[src/source/emesh_pkg.sv]
//####################
// Mesh transaction types
// Field widths and the shared handshake states
//####################
package emesh_pkg;

   //##################
   // Field widths
   //##################
   localparam int ADDR_W = 32;             // Mesh address bits
   localparam int DATA_W = 32;             // Single data word

   //##################
   // Field types
   //##################
   typedef logic [ADDR_W-1:0] addr_t;      // Dst or src address
   typedef logic [DATA_W-1:0] data_t;      // Write payload
   typedef logic [1:0]        datamode_t;  // Byte, half, word, double

   // Handshake progress of one four-phase cycle
   typedef enum logic [1:0] {
      IDLE      = 2'd0,                    // Nothing pending
      WAIT_ACK  = 2'd1,                    // Req up, ack not seen yet
      WAIT_DROP = 2'd2                     // Ack seen, waiting for release
   } hs_state_t;

endpackage

[src/source/memmap_pkg.sv]
//####################
// Address map
// Region and coordinate constants for remap and dispatch
//####################
package memmap_pkg;

   localparam int REGION_W = 4;                  // Top address nibble
   localparam int COORD_W  = 12;                 // Chip row and column

   typedef logic [REGION_W-1:0] region_t;
   typedef logic [COORD_W-1:0]  coord_t;

   localparam region_t VIRT_EXT_MEM = 4'h8;      // Ext mem as the chip sees it
   localparam region_t PHYS_EXT_MEM = 4'h3;      // Real DRAM window
   localparam coord_t  HOST_COORD   = 12'h810;   // Host position on the mesh

   // Host coordinate followed by zero offset bits
   localparam emesh_pkg::addr_t HOST_SRCADDR =
      {HOST_COORD, {(emesh_pkg::ADDR_W-COORD_W){1'b0}}};

   // Region nibble of an address
   function automatic region_t region_of(input emesh_pkg::addr_t addr);
      return addr[emesh_pkg::ADDR_W-1 -: REGION_W];
   endfunction

   // Chip coordinate of an address
   function automatic coord_t coord_of(input emesh_pkg::addr_t addr);
      return addr[emesh_pkg::ADDR_W-1 -: COORD_W];
   endfunction

endpackage

[src/source/emesh_if.sv]
`timescale 1ns/1ps
//####################
// Mesh transaction hop
// Four-phase req/ack with the write fields
//####################
interface emesh_if;

   logic                 req;        // Fields valid, held until ack
   logic                 ack;        // Responder accepted
   emesh_pkg::addr_t     dstaddr;    // Destination
   emesh_pkg::addr_t     srcaddr;    // Originator
   emesh_pkg::data_t     data;       // Write data
   emesh_pkg::datamode_t datamode;   // Transfer size

   // Side that owns the transaction
   modport requester (
      output req, dstaddr, srcaddr, data, datamode,
      input  ack
   );

   // Side that accepts it
   modport responder (
      input  req, dstaddr, srcaddr, data, datamode,
      output ack
   );

endinterface

[src/source/host_slave_port.sv]
`timescale 1ns/1ps
//####################
// Host slave port
// One-entry buffer from host writes onto the mesh
//####################
module host_slave_port (
   input  logic                 eclk,
   input  logic                 rst,
   input  logic                 host_req,
   output logic                 host_ack,
   input  emesh_pkg::addr_t     host_addr,
   input  emesh_pkg::data_t     host_data,
   input  emesh_pkg::datamode_t host_datamode,
   emesh_if.requester           mesh
);

   emesh_pkg::hs_state_t in_state;   // Host side handshake
   emesh_pkg::hs_state_t out_state;  // Mesh side handshake
   logic                 full;       // Buffer occupied
   logic                 capture;    // Take host fields this cycle
   emesh_pkg::addr_t     buf_addr;
   emesh_pkg::data_t     buf_data;
   emesh_pkg::datamode_t buf_mode;

   assign capture = (in_state == emesh_pkg::IDLE) && host_req && !full;

   //##################
   // Host side
   //##################
   always_ff @(posedge eclk) begin
      if (rst) begin
         in_state <= emesh_pkg::IDLE;
         host_ack <= 1'b0;
      end else begin
         case (in_state)
            emesh_pkg::IDLE: begin
               if (capture) begin
                  host_ack <= 1'b1;                  // Accept next cycle
                  in_state <= emesh_pkg::WAIT_DROP;
               end
            end
            emesh_pkg::WAIT_DROP: begin
               if (!host_req) begin
                  host_ack <= 1'b0;                  // Release after req falls
                  in_state <= emesh_pkg::IDLE;
               end
            end
            default: in_state <= emesh_pkg::IDLE;
         endcase
      end
   end

   always_ff @(posedge eclk) begin
      if (capture) begin
         buf_addr <= host_addr;
         buf_data <= host_data;
         buf_mode <= host_datamode;
      end
   end

   //##################
   // Mesh side
   //##################
   always_ff @(posedge eclk) begin
      if (rst) begin
         out_state <= emesh_pkg::IDLE;
         mesh.req  <= 1'b0;
         full      <= 1'b0;
      end else begin
         if (capture)
            full <= 1'b1;
         case (out_state)
            emesh_pkg::IDLE: begin
               if (full) begin
                  mesh.req  <= 1'b1;                 // Present the buffer
                  out_state <= emesh_pkg::WAIT_ACK;
               end
            end
            emesh_pkg::WAIT_ACK: begin
               if (mesh.ack) begin
                  mesh.req  <= 1'b0;
                  out_state <= emesh_pkg::WAIT_DROP;
               end
            end
            emesh_pkg::WAIT_DROP: begin
               if (!mesh.ack) begin
                  full      <= 1'b0;                 // Slot free again
                  out_state <= emesh_pkg::IDLE;
               end
            end
            default: out_state <= emesh_pkg::IDLE;
         endcase
      end
   end

   assign mesh.dstaddr  = buf_addr;
   assign mesh.srcaddr  = memmap_pkg::HOST_SRCADDR;  // Replies go to the host
   assign mesh.data     = buf_data;
   assign mesh.datamode = buf_mode;

   // Req stays up with frozen fields until the arbiter path acks
   a_fields_stable: assert property (@(posedge eclk) disable iff (rst)
      mesh.req && !mesh.ack |=>
         mesh.req && $stable({mesh.dstaddr, mesh.data, mesh.datamode}));

endmodule

[src/source/link_rx_port.sv]
`timescale 1ns/1ps
//####################
// Chip link receive port
// Buffers inbound chip writes, remaps ext mem addresses
//####################
module link_rx_port (
   input  logic                 eclk,
   input  logic                 rst,
   input  logic                 link_in_req,
   output logic                 link_in_ack,
   input  emesh_pkg::addr_t     link_in_dstaddr,
   input  emesh_pkg::addr_t     link_in_srcaddr,
   input  emesh_pkg::data_t     link_in_data,
   input  emesh_pkg::datamode_t link_in_datamode,
   emesh_if.requester           mesh
);

   emesh_pkg::hs_state_t in_state;   // Link side handshake
   emesh_pkg::hs_state_t out_state;  // Mesh side handshake
   logic                 full;
   logic                 capture;
   logic                 ext_mem;    // Chip view of external memory
   emesh_pkg::addr_t     remap_addr;
   emesh_pkg::addr_t     buf_dst;
   emesh_pkg::addr_t     buf_src;
   emesh_pkg::data_t     buf_data;
   emesh_pkg::datamode_t buf_mode;

   //##################
   // Address remap
   //##################
   // Host coordinate itself keeps region 8
   assign ext_mem =
      (memmap_pkg::region_of(link_in_dstaddr) == memmap_pkg::VIRT_EXT_MEM) &&
      (memmap_pkg::coord_of(link_in_dstaddr) != memmap_pkg::HOST_COORD);

   always_comb begin
      remap_addr = link_in_dstaddr;
      if (ext_mem)
         remap_addr[emesh_pkg::ADDR_W-1 -: memmap_pkg::REGION_W] =
            memmap_pkg::PHYS_EXT_MEM;                // Swap region nibble only
   end

   assign capture = (in_state == emesh_pkg::IDLE) && link_in_req && !full;

   //##################
   // Link side
   //##################
   always_ff @(posedge eclk) begin
      if (rst) begin
         in_state    <= emesh_pkg::IDLE;
         link_in_ack <= 1'b0;
      end else begin
         case (in_state)
            emesh_pkg::IDLE: begin
               if (capture) begin
                  link_in_ack <= 1'b1;
                  in_state    <= emesh_pkg::WAIT_DROP;
               end
            end
            emesh_pkg::WAIT_DROP: begin
               if (!link_in_req) begin
                  link_in_ack <= 1'b0;
                  in_state    <= emesh_pkg::IDLE;
               end
            end
            default: in_state <= emesh_pkg::IDLE;
         endcase
      end
   end

   always_ff @(posedge eclk) begin
      if (capture) begin
         buf_dst  <= remap_addr;                     // Stored already remapped
         buf_src  <= link_in_srcaddr;
         buf_data <= link_in_data;
         buf_mode <= link_in_datamode;
      end
   end

   //##################
   // Mesh side
   //##################
   always_ff @(posedge eclk) begin
      if (rst) begin
         out_state <= emesh_pkg::IDLE;
         mesh.req  <= 1'b0;
         full      <= 1'b0;
      end else begin
         if (capture)
            full <= 1'b1;
         case (out_state)
            emesh_pkg::IDLE: begin
               if (full) begin
                  mesh.req  <= 1'b1;
                  out_state <= emesh_pkg::WAIT_ACK;
               end
            end
            emesh_pkg::WAIT_ACK: begin
               if (mesh.ack) begin
                  mesh.req  <= 1'b0;
                  out_state <= emesh_pkg::WAIT_DROP;
               end
            end
            emesh_pkg::WAIT_DROP: begin
               if (!mesh.ack) begin
                  full      <= 1'b0;
                  out_state <= emesh_pkg::IDLE;
               end
            end
            default: out_state <= emesh_pkg::IDLE;
         endcase
      end
   end

   assign mesh.dstaddr  = buf_dst;
   assign mesh.srcaddr  = buf_src;
   assign mesh.data     = buf_data;
   assign mesh.datamode = buf_mode;

   a_fields_stable: assert property (@(posedge eclk) disable iff (rst)
      mesh.req && !mesh.ack |=> mesh.req &&
         $stable({mesh.dstaddr, mesh.srcaddr, mesh.data, mesh.datamode}));

endmodule

[src/source/mesh_arbiter.sv]
`timescale 1ns/1ps
//####################
// Mesh arbiter
// Round robin of host and link ports onto one bus
//####################
module mesh_arbiter (
   input  logic        eclk,
   input  logic        rst,
   emesh_if.responder  host_side,
   emesh_if.responder  link_side,
   emesh_if.requester  bus
);

   typedef enum logic [1:0] {
      ARB_IDLE = 2'd0,    // Bus free
      ARB_HOST = 2'd1,    // Host port owns the bus
      ARB_LINK = 2'd2     // Link port owns the bus
   } arb_state_t;

   arb_state_t state;
   logic       prio_link;  // Link wins the next tie
   logic       gnt_host;
   logic       gnt_link;

   assign gnt_host = (state == ARB_HOST);
   assign gnt_link = (state == ARB_LINK);

   //##################
   // Grant FSM
   //##################
   always_ff @(posedge eclk) begin
      if (rst) begin
         state     <= ARB_IDLE;
         prio_link <= 1'b0;                          // Host first after reset
      end else begin
         case (state)
            ARB_IDLE: begin
               if (host_side.req && (!link_side.req || !prio_link)) begin
                  state     <= ARB_HOST;
                  prio_link <= 1'b1;
               end else if (link_side.req) begin
                  state     <= ARB_LINK;
                  prio_link <= 1'b0;
               end
            end
            ARB_HOST: begin
               if (!host_side.req && !bus.ack)
                  state <= ARB_IDLE;                 // Full cycle done
            end
            ARB_LINK: begin
               if (!link_side.req && !bus.ack)
                  state <= ARB_IDLE;
            end
            default: state <= ARB_IDLE;
         endcase
      end
   end

   //##################
   // Bus mux
   //##################
   assign bus.req      = (gnt_host && host_side.req) || (gnt_link && link_side.req);
   assign bus.dstaddr  = gnt_link ? link_side.dstaddr  : host_side.dstaddr;
   assign bus.srcaddr  = gnt_link ? link_side.srcaddr  : host_side.srcaddr;
   assign bus.data     = gnt_link ? link_side.data     : host_side.data;
   assign bus.datamode = gnt_link ? link_side.datamode : host_side.datamode;

   assign host_side.ack = gnt_host && bus.ack;       // Ack back to owner only
   assign link_side.ack = gnt_link && bus.ack;

   a_one_grant: assert property (@(posedge eclk) disable iff (rst)
      !(gnt_host && gnt_link));

   // Dispatcher ack must never arrive with no owner to take it
   a_ack_owned: assert property (@(posedge eclk) disable iff (rst)
      bus.ack |-> gnt_host || gnt_link);

endmodule

[src/source/mesh_dispatch.sv]
`timescale 1ns/1ps
//####################
// Mesh dispatcher
// Sends bus writes to ext memory or to the link transmitter
//####################
module mesh_dispatch (
   input  logic                 eclk,
   input  logic                 rst,
   emesh_if.responder           bus,
   output logic                 mem_req,
   input  logic                 mem_ack,
   output emesh_pkg::addr_t     mem_addr,
   output emesh_pkg::addr_t     mem_srcaddr,
   output emesh_pkg::data_t     mem_data,
   output emesh_pkg::datamode_t mem_datamode,
   output logic                 link_out_req,
   input  logic                 link_out_ack,
   output emesh_pkg::addr_t     link_out_dstaddr,
   output emesh_pkg::addr_t     link_out_srcaddr,
   output emesh_pkg::data_t     link_out_data,
   output emesh_pkg::datamode_t link_out_datamode
);

   emesh_pkg::hs_state_t state;
   logic                 is_mem;   // Decode of the bus address
   logic                 to_mem;   // Decode held for the cycle
   logic                 sel_ack;  // Ack of the chosen output
   logic                 take;
   emesh_pkg::addr_t     dst_q;
   emesh_pkg::addr_t     src_q;
   emesh_pkg::data_t     data_q;
   emesh_pkg::datamode_t mode_q;

   assign is_mem  = (memmap_pkg::region_of(bus.dstaddr) == memmap_pkg::PHYS_EXT_MEM);
   assign sel_ack = to_mem ? mem_ack : link_out_ack;
   assign take    = (state == emesh_pkg::IDLE) && bus.req;

   always_ff @(posedge eclk) begin
      if (take) begin
         to_mem <= is_mem;
         dst_q  <= bus.dstaddr;
         src_q  <= bus.srcaddr;
         data_q <= bus.data;
         mode_q <= bus.datamode;
      end
   end

   //##################
   // Handshake bridge
   //##################
   always_ff @(posedge eclk) begin
      if (rst) begin
         state        <= emesh_pkg::IDLE;
         mem_req      <= 1'b0;
         link_out_req <= 1'b0;
         bus.ack      <= 1'b0;
      end else begin
         case (state)
            emesh_pkg::IDLE: begin
               if (take) begin
                  mem_req      <= is_mem;            // Out req one cycle later
                  link_out_req <= !is_mem;
                  state        <= emesh_pkg::WAIT_ACK;
               end
            end
            emesh_pkg::WAIT_ACK: begin
               if (sel_ack) begin
                  mem_req      <= 1'b0;
                  link_out_req <= 1'b0;
                  bus.ack      <= 1'b1;              // Downstream took it
                  state        <= emesh_pkg::WAIT_DROP;
               end
            end
            emesh_pkg::WAIT_DROP: begin
               if (!sel_ack && !bus.req) begin
                  bus.ack <= 1'b0;                   // Both sides released
                  state   <= emesh_pkg::IDLE;
               end
            end
            default: state <= emesh_pkg::IDLE;
         endcase
      end
   end

   assign mem_addr          = dst_q;
   assign mem_srcaddr       = src_q;
   assign mem_data          = data_q;
   assign mem_datamode      = mode_q;
   assign link_out_dstaddr  = dst_q;
   assign link_out_srcaddr  = src_q;
   assign link_out_data     = data_q;
   assign link_out_datamode = mode_q;

   a_one_out: assert property (@(posedge eclk) disable iff (rst)
      !(mem_req && link_out_req));

endmodule

[src/source/emesh_router.sv]
`timescale 1ns/1ps
//####################
// Mesh router top
// Host and link ports, arbiter and dispatcher
//####################
module emesh_router (
   input  logic                 eclk,
   input  logic                 rst,
   // Host write port
   input  logic                 host_req,
   output logic                 host_ack,
   input  emesh_pkg::addr_t     host_addr,
   input  emesh_pkg::data_t     host_data,
   input  emesh_pkg::datamode_t host_datamode,
   // Chip link receive
   input  logic                 link_in_req,
   output logic                 link_in_ack,
   input  emesh_pkg::addr_t     link_in_dstaddr,
   input  emesh_pkg::addr_t     link_in_srcaddr,
   input  emesh_pkg::data_t     link_in_data,
   input  emesh_pkg::datamode_t link_in_datamode,
   // External memory master
   output logic                 mem_req,
   input  logic                 mem_ack,
   output emesh_pkg::addr_t     mem_addr,
   output emesh_pkg::addr_t     mem_srcaddr,
   output emesh_pkg::data_t     mem_data,
   output emesh_pkg::datamode_t mem_datamode,
   // Chip link transmit
   output logic                 link_out_req,
   input  logic                 link_out_ack,
   output emesh_pkg::addr_t     link_out_dstaddr,
   output emesh_pkg::addr_t     link_out_srcaddr,
   output emesh_pkg::data_t     link_out_data,
   output emesh_pkg::datamode_t link_out_datamode
);

   emesh_if host_mesh ();   // Host port to arbiter
   emesh_if link_mesh ();   // Link port to arbiter
   emesh_if bus_mesh ();    // Shared bus to dispatcher

   //##################
   // Requesters
   //##################
   host_slave_port u_host (
      .eclk          (eclk),
      .rst           (rst),
      .host_req      (host_req),
      .host_ack      (host_ack),
      .host_addr     (host_addr),
      .host_data     (host_data),
      .host_datamode (host_datamode),
      .mesh          (host_mesh.requester)
   );

   link_rx_port u_link_rx (
      .eclk             (eclk),
      .rst              (rst),
      .link_in_req      (link_in_req),
      .link_in_ack      (link_in_ack),
      .link_in_dstaddr  (link_in_dstaddr),
      .link_in_srcaddr  (link_in_srcaddr),
      .link_in_data     (link_in_data),
      .link_in_datamode (link_in_datamode),
      .mesh             (link_mesh.requester)
   );

   //##################
   // Shared bus
   //##################
   mesh_arbiter u_arb (
      .eclk      (eclk),
      .rst       (rst),
      .host_side (host_mesh.responder),
      .link_side (link_mesh.responder),
      .bus       (bus_mesh.requester)
   );

   mesh_dispatch u_disp (
      .eclk              (eclk),
      .rst               (rst),
      .bus               (bus_mesh.responder),
      .mem_req           (mem_req),
      .mem_ack           (mem_ack),
      .mem_addr          (mem_addr),
      .mem_srcaddr       (mem_srcaddr),
      .mem_data          (mem_data),
      .mem_datamode      (mem_datamode),
      .link_out_req      (link_out_req),
      .link_out_ack      (link_out_ack),
      .link_out_dstaddr  (link_out_dstaddr),
      .link_out_srcaddr  (link_out_srcaddr),
      .link_out_data     (link_out_data),
      .link_out_datamode (link_out_datamode)
   );

endmodule

[config.mk]
export PLATFORM = sky130hd
export DESIGN_NAME = emesh_router
export DESIGN_NICKNAME = d
export VERILOG_FILES = /design/src/source/emesh_pkg.sv /design/src/source/memmap_pkg.sv /design/src/source/emesh_if.sv /design/src/source/host_slave_port.sv /design/src/source/link_rx_port.sv /design/src/source/mesh_arbiter.sv /design/src/source/mesh_dispatch.sv /design/src/source/emesh_router.sv
export SDC_FILE = /design/constraint.sdc
export NUM_CORES = 1
export LEC_CHECK = 0
export ABC_CLOCK_PERIOD_IN_PS = 10200
export BUFFER_PORTS_ARGS = -buffer_cell sky130_fd_sc_hd__clkbuf_2
export CORE_MARGIN = 10
export CORE_UTILIZATION = 50
export DETAILED_ROUTE_END_ITERATION = 6
export PLACE_DENSITY = 0.8
export SLEW_MARGIN = 10
export SYNTH_ARGS = -nofsm -noshare
export SYNTH_HDL_FRONTEND = slang
export SYNTH_SLANG_ARGS = --single-unit
[constraint.sdc]
create_clock -name eclk -period 10.2 [get_ports eclk]
set_input_delay 0.51 -clock eclk [delete_from_list [all_inputs] [get_ports eclk]]
set_output_delay 0.51 -clock eclk [all_outputs]
set_load 0.005 [all_outputs]
### After elaboration in Yosys (flattened, before gate mapping)

Cells that the tools add are included.

* muxes and demuxes: 55
* eq/ne operators: 29
* reductions and logical operators: 51

Operators by type and width (number)
* 2-to-1 mux 32 bit: 2
* 2-to-1 mux 2 bit: 18
* AND reduction 3 bit: 10
* case mux 2 bit (3 select lines): 4
* 2-to-1 mux 1 bit: 22
* != test 2 x 1 -> 1 bit (second input constant): 9
* logical AND 1 bit: 14
* case mux 1 bit (2 select lines): 7
* nonzero test 2 bit: 7
* == test 2 bit (second input constant): 6
* logical NOT 2 bit: 6
* != test 12 bit (second input constant): 1
* != test 2 bit (second input constant): 6
* logical NOT 1 bit: 9
* == test 2 x 1 -> 1 bit (second input constant): 4
* case mux 2 bit (2 select lines): 2
* AND reduction 2 bit: 3
* == test 4 x 2 -> 1 bit (second input constant): 1
* == test 4 bit (second input constant): 1
* != test 3 x 2 -> 1 bit (second input constant): 1
* logical OR 1 bit: 2

* logic and storage cells: 164
* register bits after elaboration: 285
* input bits: 170

### Longest topological paths before layout

Gate-level depths: netlist of the first run.

* depth after elaboration: 7
* gate-level depth with buffers: 7
* depth with buffers taken out: 4

### By module

A second synthesis of the first run with hierarchy kept.

* cell total of the unflattened synthesis: 600
* area, all modules: 11461.0 um2

By module, submodules not included
* mesh_dispatch: cells each 222, instances 1, sequential area each 3072.9 um2, area each 3967.6 um2
* link_rx_port: cells each 129, instances 1, sequential area each 3042.9 um2, area each 3206.8 um2
* host_slave_port: cells each 120, instances 1, sequential area each 2082.0 um2, area each 2431.1 um2
* mesh_arbiter: cells each 129, instances 1, sequential area each 60.1 um2, area each 1855.5 um2

### Least setup slack after synthesis of the first run

No wires, ideal clock.

* kind: input port to flip-flop
* start: input link_in_req
* end: register u_link_rx.buf_data[0], in the netlist u_link_rx.mesh.data[0], enable pin
* arrival time: 7152 ps
* stages on the path: 2
* setup slack: 2373 ps
* setup time: 675 ps
* required time: 9525 ps
* cell sequence: inv_1 -> nor3_1

* word-level cells in the longest chain between the ends: 2

Ends and longest elaborated chain
* start, declared: line emesh_router.sv:16 `input logic link_in_req,`
* logical AND 1 bit (2 in series): line link_rx_port.sv:44 `assign capture = (in_state == emesh_pkg::IDLE) && link_in_req && !full;`
* via u_link_rx.capture: line link_rx_port.sv:21 `logic capture;`
* end signal, assigned: line link_rx_port.sv:76 `buf_data <= link_in_data;`
* end, declared: line link_rx_port.sv:26 `emesh_pkg::data_t buf_data;`

The timed path passes the listed nets, and every way through them passes these cells.
A chain may end at the register's enable or synchronous reset.

### Worst setup path in the final report of the first run

* start: register u_arb.state[1]
* end: register u_disp.src_q[25], in the netlist u_disp.link_out_srcaddr[25], data pin

* word-level cells in the longest chain between the ends: 1

Ends and longest elaborated chain
* start, declared: line mesh_arbiter.sv:20 `arb_state_t state;`
* start signal, assigned: line mesh_arbiter.sv:33 `state <= ARB_IDLE;`
* start signal, assigned: line mesh_arbiter.sv:39 `state <= ARB_HOST;`
* start signal, assigned: line mesh_arbiter.sv:42 `state <= ARB_LINK;`
* == test 2 bit: line mesh_arbiter.sv:26 `assign gnt_link = (state == ARB_LINK);`
* end signal, assigned: line mesh_dispatch.sv:42 `src_q <= bus.srcaddr;`
* end, declared: line mesh_dispatch.sv:30 `emesh_pkg::addr_t src_q;`

Every way passes these cells.

==> results.tsv, run 1 <==
metric	value	unit
total track usage	0.175	
row count	53	
wire per inst	19.6	microns
syn_area_per_cell	14.8	sq um
TritonCTS buffer count	29	
H-tree depth	1	
fin. max-slew vios	0	
clk root buf	clkbuf_16	
Nets	1168	
Setup violations, final	0	
adder-cell share of the synthesized area	0	
initial antenna violation count	0	
initial cell density of the core	0.506	
hold_ws	0.143	ns
CTS tree	built	
#FFs+latches synth	281	
clk sinks	281	
mux share of post-synthesis cell area	0.00450	
top_reg_cell synth	edfxtp_1	
Required @ worst endpoint	10.59	ns
GRT Residual Overflow	0	
vias per inst	4.79	
fin crit share	0.244	
DRC	0	
total vias in the final route	6209	
largest net degree at the start of global routing	68	
global-route wire length before repair	36900	microns
Syn Nets	883	
RSZ-0062 raised after global routing	no	
IR Drop Worst-Case VDD	0.145	mV
final setup TNS	0	ns
area grow syn2layout	21.4	%
Yosys top cell by area	edfxtp_1	
largest cells by area after synthesis	edfxtp_1 (75%), nand2_1 (7.1%), buf_4 (7.0%)	
Placer Congestion	0.788	
io pins	370	
Post-synth EDFFs	263	
DIE WIDTH	165	microns
Worst-Margin Slew	1.16	ns
Worst setup SP type	register	
Mapped Area	10600	sq um
status	finished, final reports clean	
largest family of logic cells by synthesized area	simple AND/OR/NAND/NOR gates	
Compound-Gate Fraction of Synth Area	0.0166	
drt total wl	25400	microns
Max Cap Violations	0	
initial drt markers	389	
worst rel slew slack	0.224	
Final min period	2.49	ns
skew final	0.0197	ns
PD cells	195	nW/um^2
Tightest Hold Check Type	in -> reg	
fmax	0.402	GHz
Port Buffers	369	
crit path capture type	register	
Synth Instances	713	
WP data arrival	2.87	ns
Skew-Pair Late Insertion Delay	0.54	ns
Final Non-Filler Cells	1295	
Fin. Hold Viols	0	
Static Leakage	0.00538	uW
post-layout util	0.614	
xor-xnor portion of the synthesized cell area	0.00166	
HPWL after DPL	18300	microns
vias in the first global route	6563	
dpl cells	1242	
Post-Synth Simple-Gate Area	0.113	
post-cts hold buffer count	0	
Worst-path clk slew	0.06	ns
post-CTS resize count	0	
Bufs on Longest Clock Path	3	
layout cells sized above 1	0.416	
DR pass1 iterations	5	
Netlist cell types	39	
die area	27400	sq um
proportion of netlist area held by the largest area contributor	0.747	
Crit Path Max Fanout	52	
number of setup buffers added after CTS	0	
Antenna Nets Post-Route	0	
CP Class	reg -> reg	
sequential share of the synthesized area	0.781	
Die Ht	165	microns
share of synthesized registers carrying an async set or reset	0	
Core Box Area	20900	sq um
Ys Warns	0	
ANT cells	0	
==> layout by cell type, fill, tap and decap left out, drive strengths merged, types with 7 or more instances in the layout <==
cell type	n
nand2	199
and2	31
clkbuf	405
clkinv	13
a21oi	9
o21ai	7
nor2	10
dfxtp	18
inv	10
edfxtp	263
==> worst max-delay path, cell delays in order, from the launching register on <==
cell	delay (ns)
dfxtp_1	0.51
nor2b_4	1.00
buf_4	0.57
and2_1	0.21
==> registers in the layout, summed over array words and instances, names as in the netlist, 2 cells and up <==
signal,flops
u_arb.state,2
u_disp.link_out_data,32
u_disp.link_out_datamode,2
u_disp.link_out_dstaddr,32
u_disp.link_out_srcaddr,32
u_disp.state,2
u_host.mesh.data,32
u_host.mesh.datamode,2
u_host.mesh.dstaddr,32
u_host.out_state,2
u_link_rx.mesh.data,32
u_link_rx.mesh.datamode,2
u_link_rx.mesh.dstaddr,32
u_link_rx.mesh.srcaddr,32
u_link_rx.out_state,2
==> report_power, final <==
group          switching, uW  total (uW)  internal [uW]
Sequential              27.8        1370           1340
Combinational            105         175           69.5
Clock                    409         955            546
Total                    542        2500           1960
==> logic make-up (layout without fill, tap and decap cells) <==
group                  after synthesis  count (layout)
buffers and inverters              128             435
XOR/XNOR                             2               2
AO/OA/AOI/OAI                       27              27
flip-flops                         281             281
AND/OR/NAND/NOR                    271             271
multiplexers                         4               4
==> synth_stat cells (3+ instances only) <==
cell type  instances
edfxtp_1         263
nand2_1          199
buf_4             99
and2_1            30
dfxtp_1           18
buf_2             10
nor2_1            10
a21oi_1            9
clkbuf_1           9
inv_1              8
nand2b_1           5
nor2b_1            5
nor4_1             5
o21ai_0            5
nor3_1             4
a211oi_1           3
nand3_1            3
==> worst paths after layout <==
path,from,end,slack [ns],depth (start not counted)
worst min register to register,u_disp.mem_req$_SDFFE_PP0P_,u_disp.mem_req$_SDFFE_PP0P_,0.49,2
worst max-delay path,u_arb.state[1]$_SDFFE_PP0P_,u_disp.link_out_srcaddr[25]$_SDFFCE_PP0P_,7.71,3
worst min-delay path,link_in_dstaddr[6],u_link_rx.mesh.dstaddr[6]$_DFFE_PP_,0.14,1
worst max register to register,u_arb.state[1]$_SDFFE_PP0P_,u_disp.link_out_srcaddr[25]$_SDFFCE_PP0P_,7.71,3
==> area by class of cell <==
type / instances / area (sq um)
sequential: 281 / 8260
fill: 1568 / 8050
timing repair buffer: 374 / 1880
multi-input combinational: 304 / 1450
clock buffer: 36 / 752
tap: 275 / 344
clock inverter: 17 / 113
inverter: 8 / 32.5
==> per-layer routing <==
metal,share of wire,track usage
met5,0,0
met4,0.019,0.0487
met3,0.092,0.0412
met2,0.54,0.329
met1,0.35,0.192
==> through the flow <==
step	setup slack, ns	total power (uW)	instance area [sq um]
2_1_floorplan	2.37	1500	10600
3_3_place_gp	7.78	1570	12000
3_5_place_dp	7.70	1570	12000
4_1_cts	7.67	2530	12800
5_1_grt	7.49	2610	12800
6_report	7.71	2500	12800
No activity file was read; power rests on OpenSTA's default activity.
==> run 2: changes to the inputs <==
--- a/config.mk
+++ b/config.mk
@@ -5,7 +5,7 @@
 export SDC_FILE = /design/constraint.sdc
 export NUM_CORES = 1
 export LEC_CHECK = 0
-export ABC_CLOCK_PERIOD_IN_PS = 10200
+export ABC_CLOCK_PERIOD_IN_PS = 2400
 export BUFFER_PORTS_ARGS = -buffer_cell sky130_fd_sc_hd__clkbuf_2
 export CORE_MARGIN = 10
 export CORE_UTILIZATION = 50
==> constraint.sdc (replaced) <==
create_clock -name eclk -period 2.4 [get_ports eclk]
set_input_delay 0.12 -clock eclk [delete_from_list [all_inputs] [get_ports eclk]]
set_output_delay 0.12 -clock eclk [all_outputs]
set_load 0.005 [all_outputs]
==> run 2 against run 1 <==
  * Via count increased by 15%
  * Non-clock buffer count increased by 174
  * Core utilization increased by 8.6 points
  * Cell area increased by 14%
  * Register-to-register slack got worse by 7.0 ns
  * First-iteration DRC count increased by 4.4%
  * Routed wire length increased by 19%
  * Highest routed layer unchanged
  * Combinational power increased to 5.9 times the previous value
  * Flip-flop and latch count unchanged
==> results.tsv, run 2 (same netlist as run 1, synthesis figures left out) <==
metric	value	unit	change
R2R cell count	4		was 3
Final min period	1.95	ns	
initial cell density of the core	0.506		unchanged
Setup violations, final	0		unchanged
global-route wire length before repair	43400	microns	was 36900 microns
largest net degree at the start of global routing	54		was 68
Worst-path clk slew	0.06	ns	about the same
row count	53		unchanged
wire per inst	20.5	microns	was 19.6 microns
Static Leakage	0.00612	uW	was 0.00538 uW
fin area	14600	sq um	was 12800 sq um
fmax	0.512	GHz	
CP Class	in -> reg		was reg -> reg
H-tree depth	1		unchanged
Required @ worst endpoint	2.68	ns	was 10.59 ns
IR Drop Worst-Case VDD	0.654	mV	was 0.145 mV
hold_ws	0.124	ns	was 0.143 ns
HPWL after DPL	18300	microns	about the same
Tightest Hold Check Type	in -> reg		unchanged
post-cts hold buffer count	169		was 0
fin. max-slew vios	0		unchanged
clk root buf	clkbuf_16		unchanged
initial antenna violation count	3		was 0
Core Box Area	20900	sq um	unchanged
Fin. Hold Viols	0		unchanged
die area	27400	sq um	unchanged
post-CTS resize count	0		unchanged
total track usage	0.208		was 0.175
CTS tree	built		unchanged
Die Ht	165	microns	unchanged
GRT Residual Overflow	0		unchanged
io pins	370		unchanged
commonest non-fill, non-tap cells in the layout	clkbuf_2 (369), edfxtp_1 (263), nand2_1 (199)		unchanged
Placer Congestion	0.803		was 0.788
WP data arrival	2.23	ns	was 2.87 ns
TritonCTS buffer count	28		was 29
vias in the first global route	7661		was 6563
drt total wl	30100	microns	was 25400 microns
Crit Path Max Fanout	2		was 52
layout cells sized above 1	0.361		was 0.416
status	finished, final reports clean		unchanged
commonest non-fill, non-tap cell in the layout	clkbuf_2		unchanged
Worst-Margin Slew	0.595	ns	was 1.16 ns
Worst setup SP type	input pin		was register
Bufs on Longest Clock Path	3		unchanged
dpl cells	1247		was 1242
fin crit share	0.813		
area grow syn2layout	38.5	%	was 21.4%
DIE WIDTH	165	microns	unchanged
Fill cells	1289		was 1568
number of setup buffers added after CTS	0		unchanged
Antenna Nets Post-Route	0		unchanged
Nets	1341		was 1168
DRC	0		unchanged
vias per inst	4.87		was 4.79
Skew-Pair Late Insertion Delay	0.54	ns	about the same
initial drt markers	406		was 389
PD cells	750	nW/um^2	was 195 nW/um^2
worst rel slew slack	0.604		was 0.224
WHS Path Cells	4		was 1
crit path capture type	register		unchanged
clk sinks	281		unchanged
skew final	0.0120	ns	was 0.0197 ns
total vias in the final route	7163		was 6209
Post-DP Area	12100	sq um	was 12000 sq um
Final Non-Filler Cells	1471		was 1295
Port Buffers	369		unchanged
RSZ-0062 raised after global routing	no		unchanged
Max Cap Violations	0		unchanged
DR pass1 iterations	5		unchanged
==> run 2: worst max-delay path, stage by stage <==
cell,delay (ns)
dlygate4sd3_1,0.56
clkbuf_2,0.13
nor4b_1,0.50
a21oi_1,0.16
nand2_1,0.12
o21bai_1,0.07
dlygate4sd3_1,0.57
==> run 2: through the flow <==
step | total power, uW | TNS [ns] | setup slack [ns] | utilization
floorplan | 6350 | -97.87 | -0.725 | -
global placement | 6670 | 0 | 0.798 | 0.578
detailed placement | 6710 | 0 | 0.739 | 0.578
CTS | 11000 | 0 | 0.378 | 0.700
global route | 11400 | 0 | 0.297 | 0.701
finish | 11000 | 0 | 0.448 | 0.701
==> run 2: report_power, final <==
group / internal, uW / switching, uW
combinational: 498 / 530
sequential: 5710 / 123
clock: 2340 / 1770
==> run 2: per-layer routing <==
layer	vias up	wire, microns	track usage
met2	414	16300	0.388
met4	0	823	0.0722
li1	3302	-	-
met1	3390	10200	0.226
met5	-	0	0
met3	57	2820	0.0449
==> run 2: path summary, 6_finish.rpt <==
| path | start | end | slack (ns) |
|---|---|---|---|
| min | mem_ack | u_disp.state[1]$_SDFFE_PP0P_ | 0.12 |
| min reg2reg | u_disp.mem_req$_SDFFE_PP0P_ | u_disp.mem_req$_SDFFE_PP0P_ | 0.49 |
| max reg2reg | u_arb.state[0]$_SDFFE_PP0P_ | u_disp.link_out_req$_SDFFE_PP0P_ | 0.70 |
| max | link_in_dstaddr[25] | u_link_rx.mesh.dstaddr[29]$_SDFFCE_PP1P_ | 0.45 |
==> run 2: layout make-up <==
cell class	count	area [sq um]	area share
sequential	281	8260	0.564
timing repair buffer	548	3660	0.250
multi-input combinational	304	1470	0.101
clock buffer	34	723	0.0494
tap	275	344	0.0235
clock inverter	16	130	0.00889
inverter	8	33.8	0.00231
antenna	5	12.5	0.000855
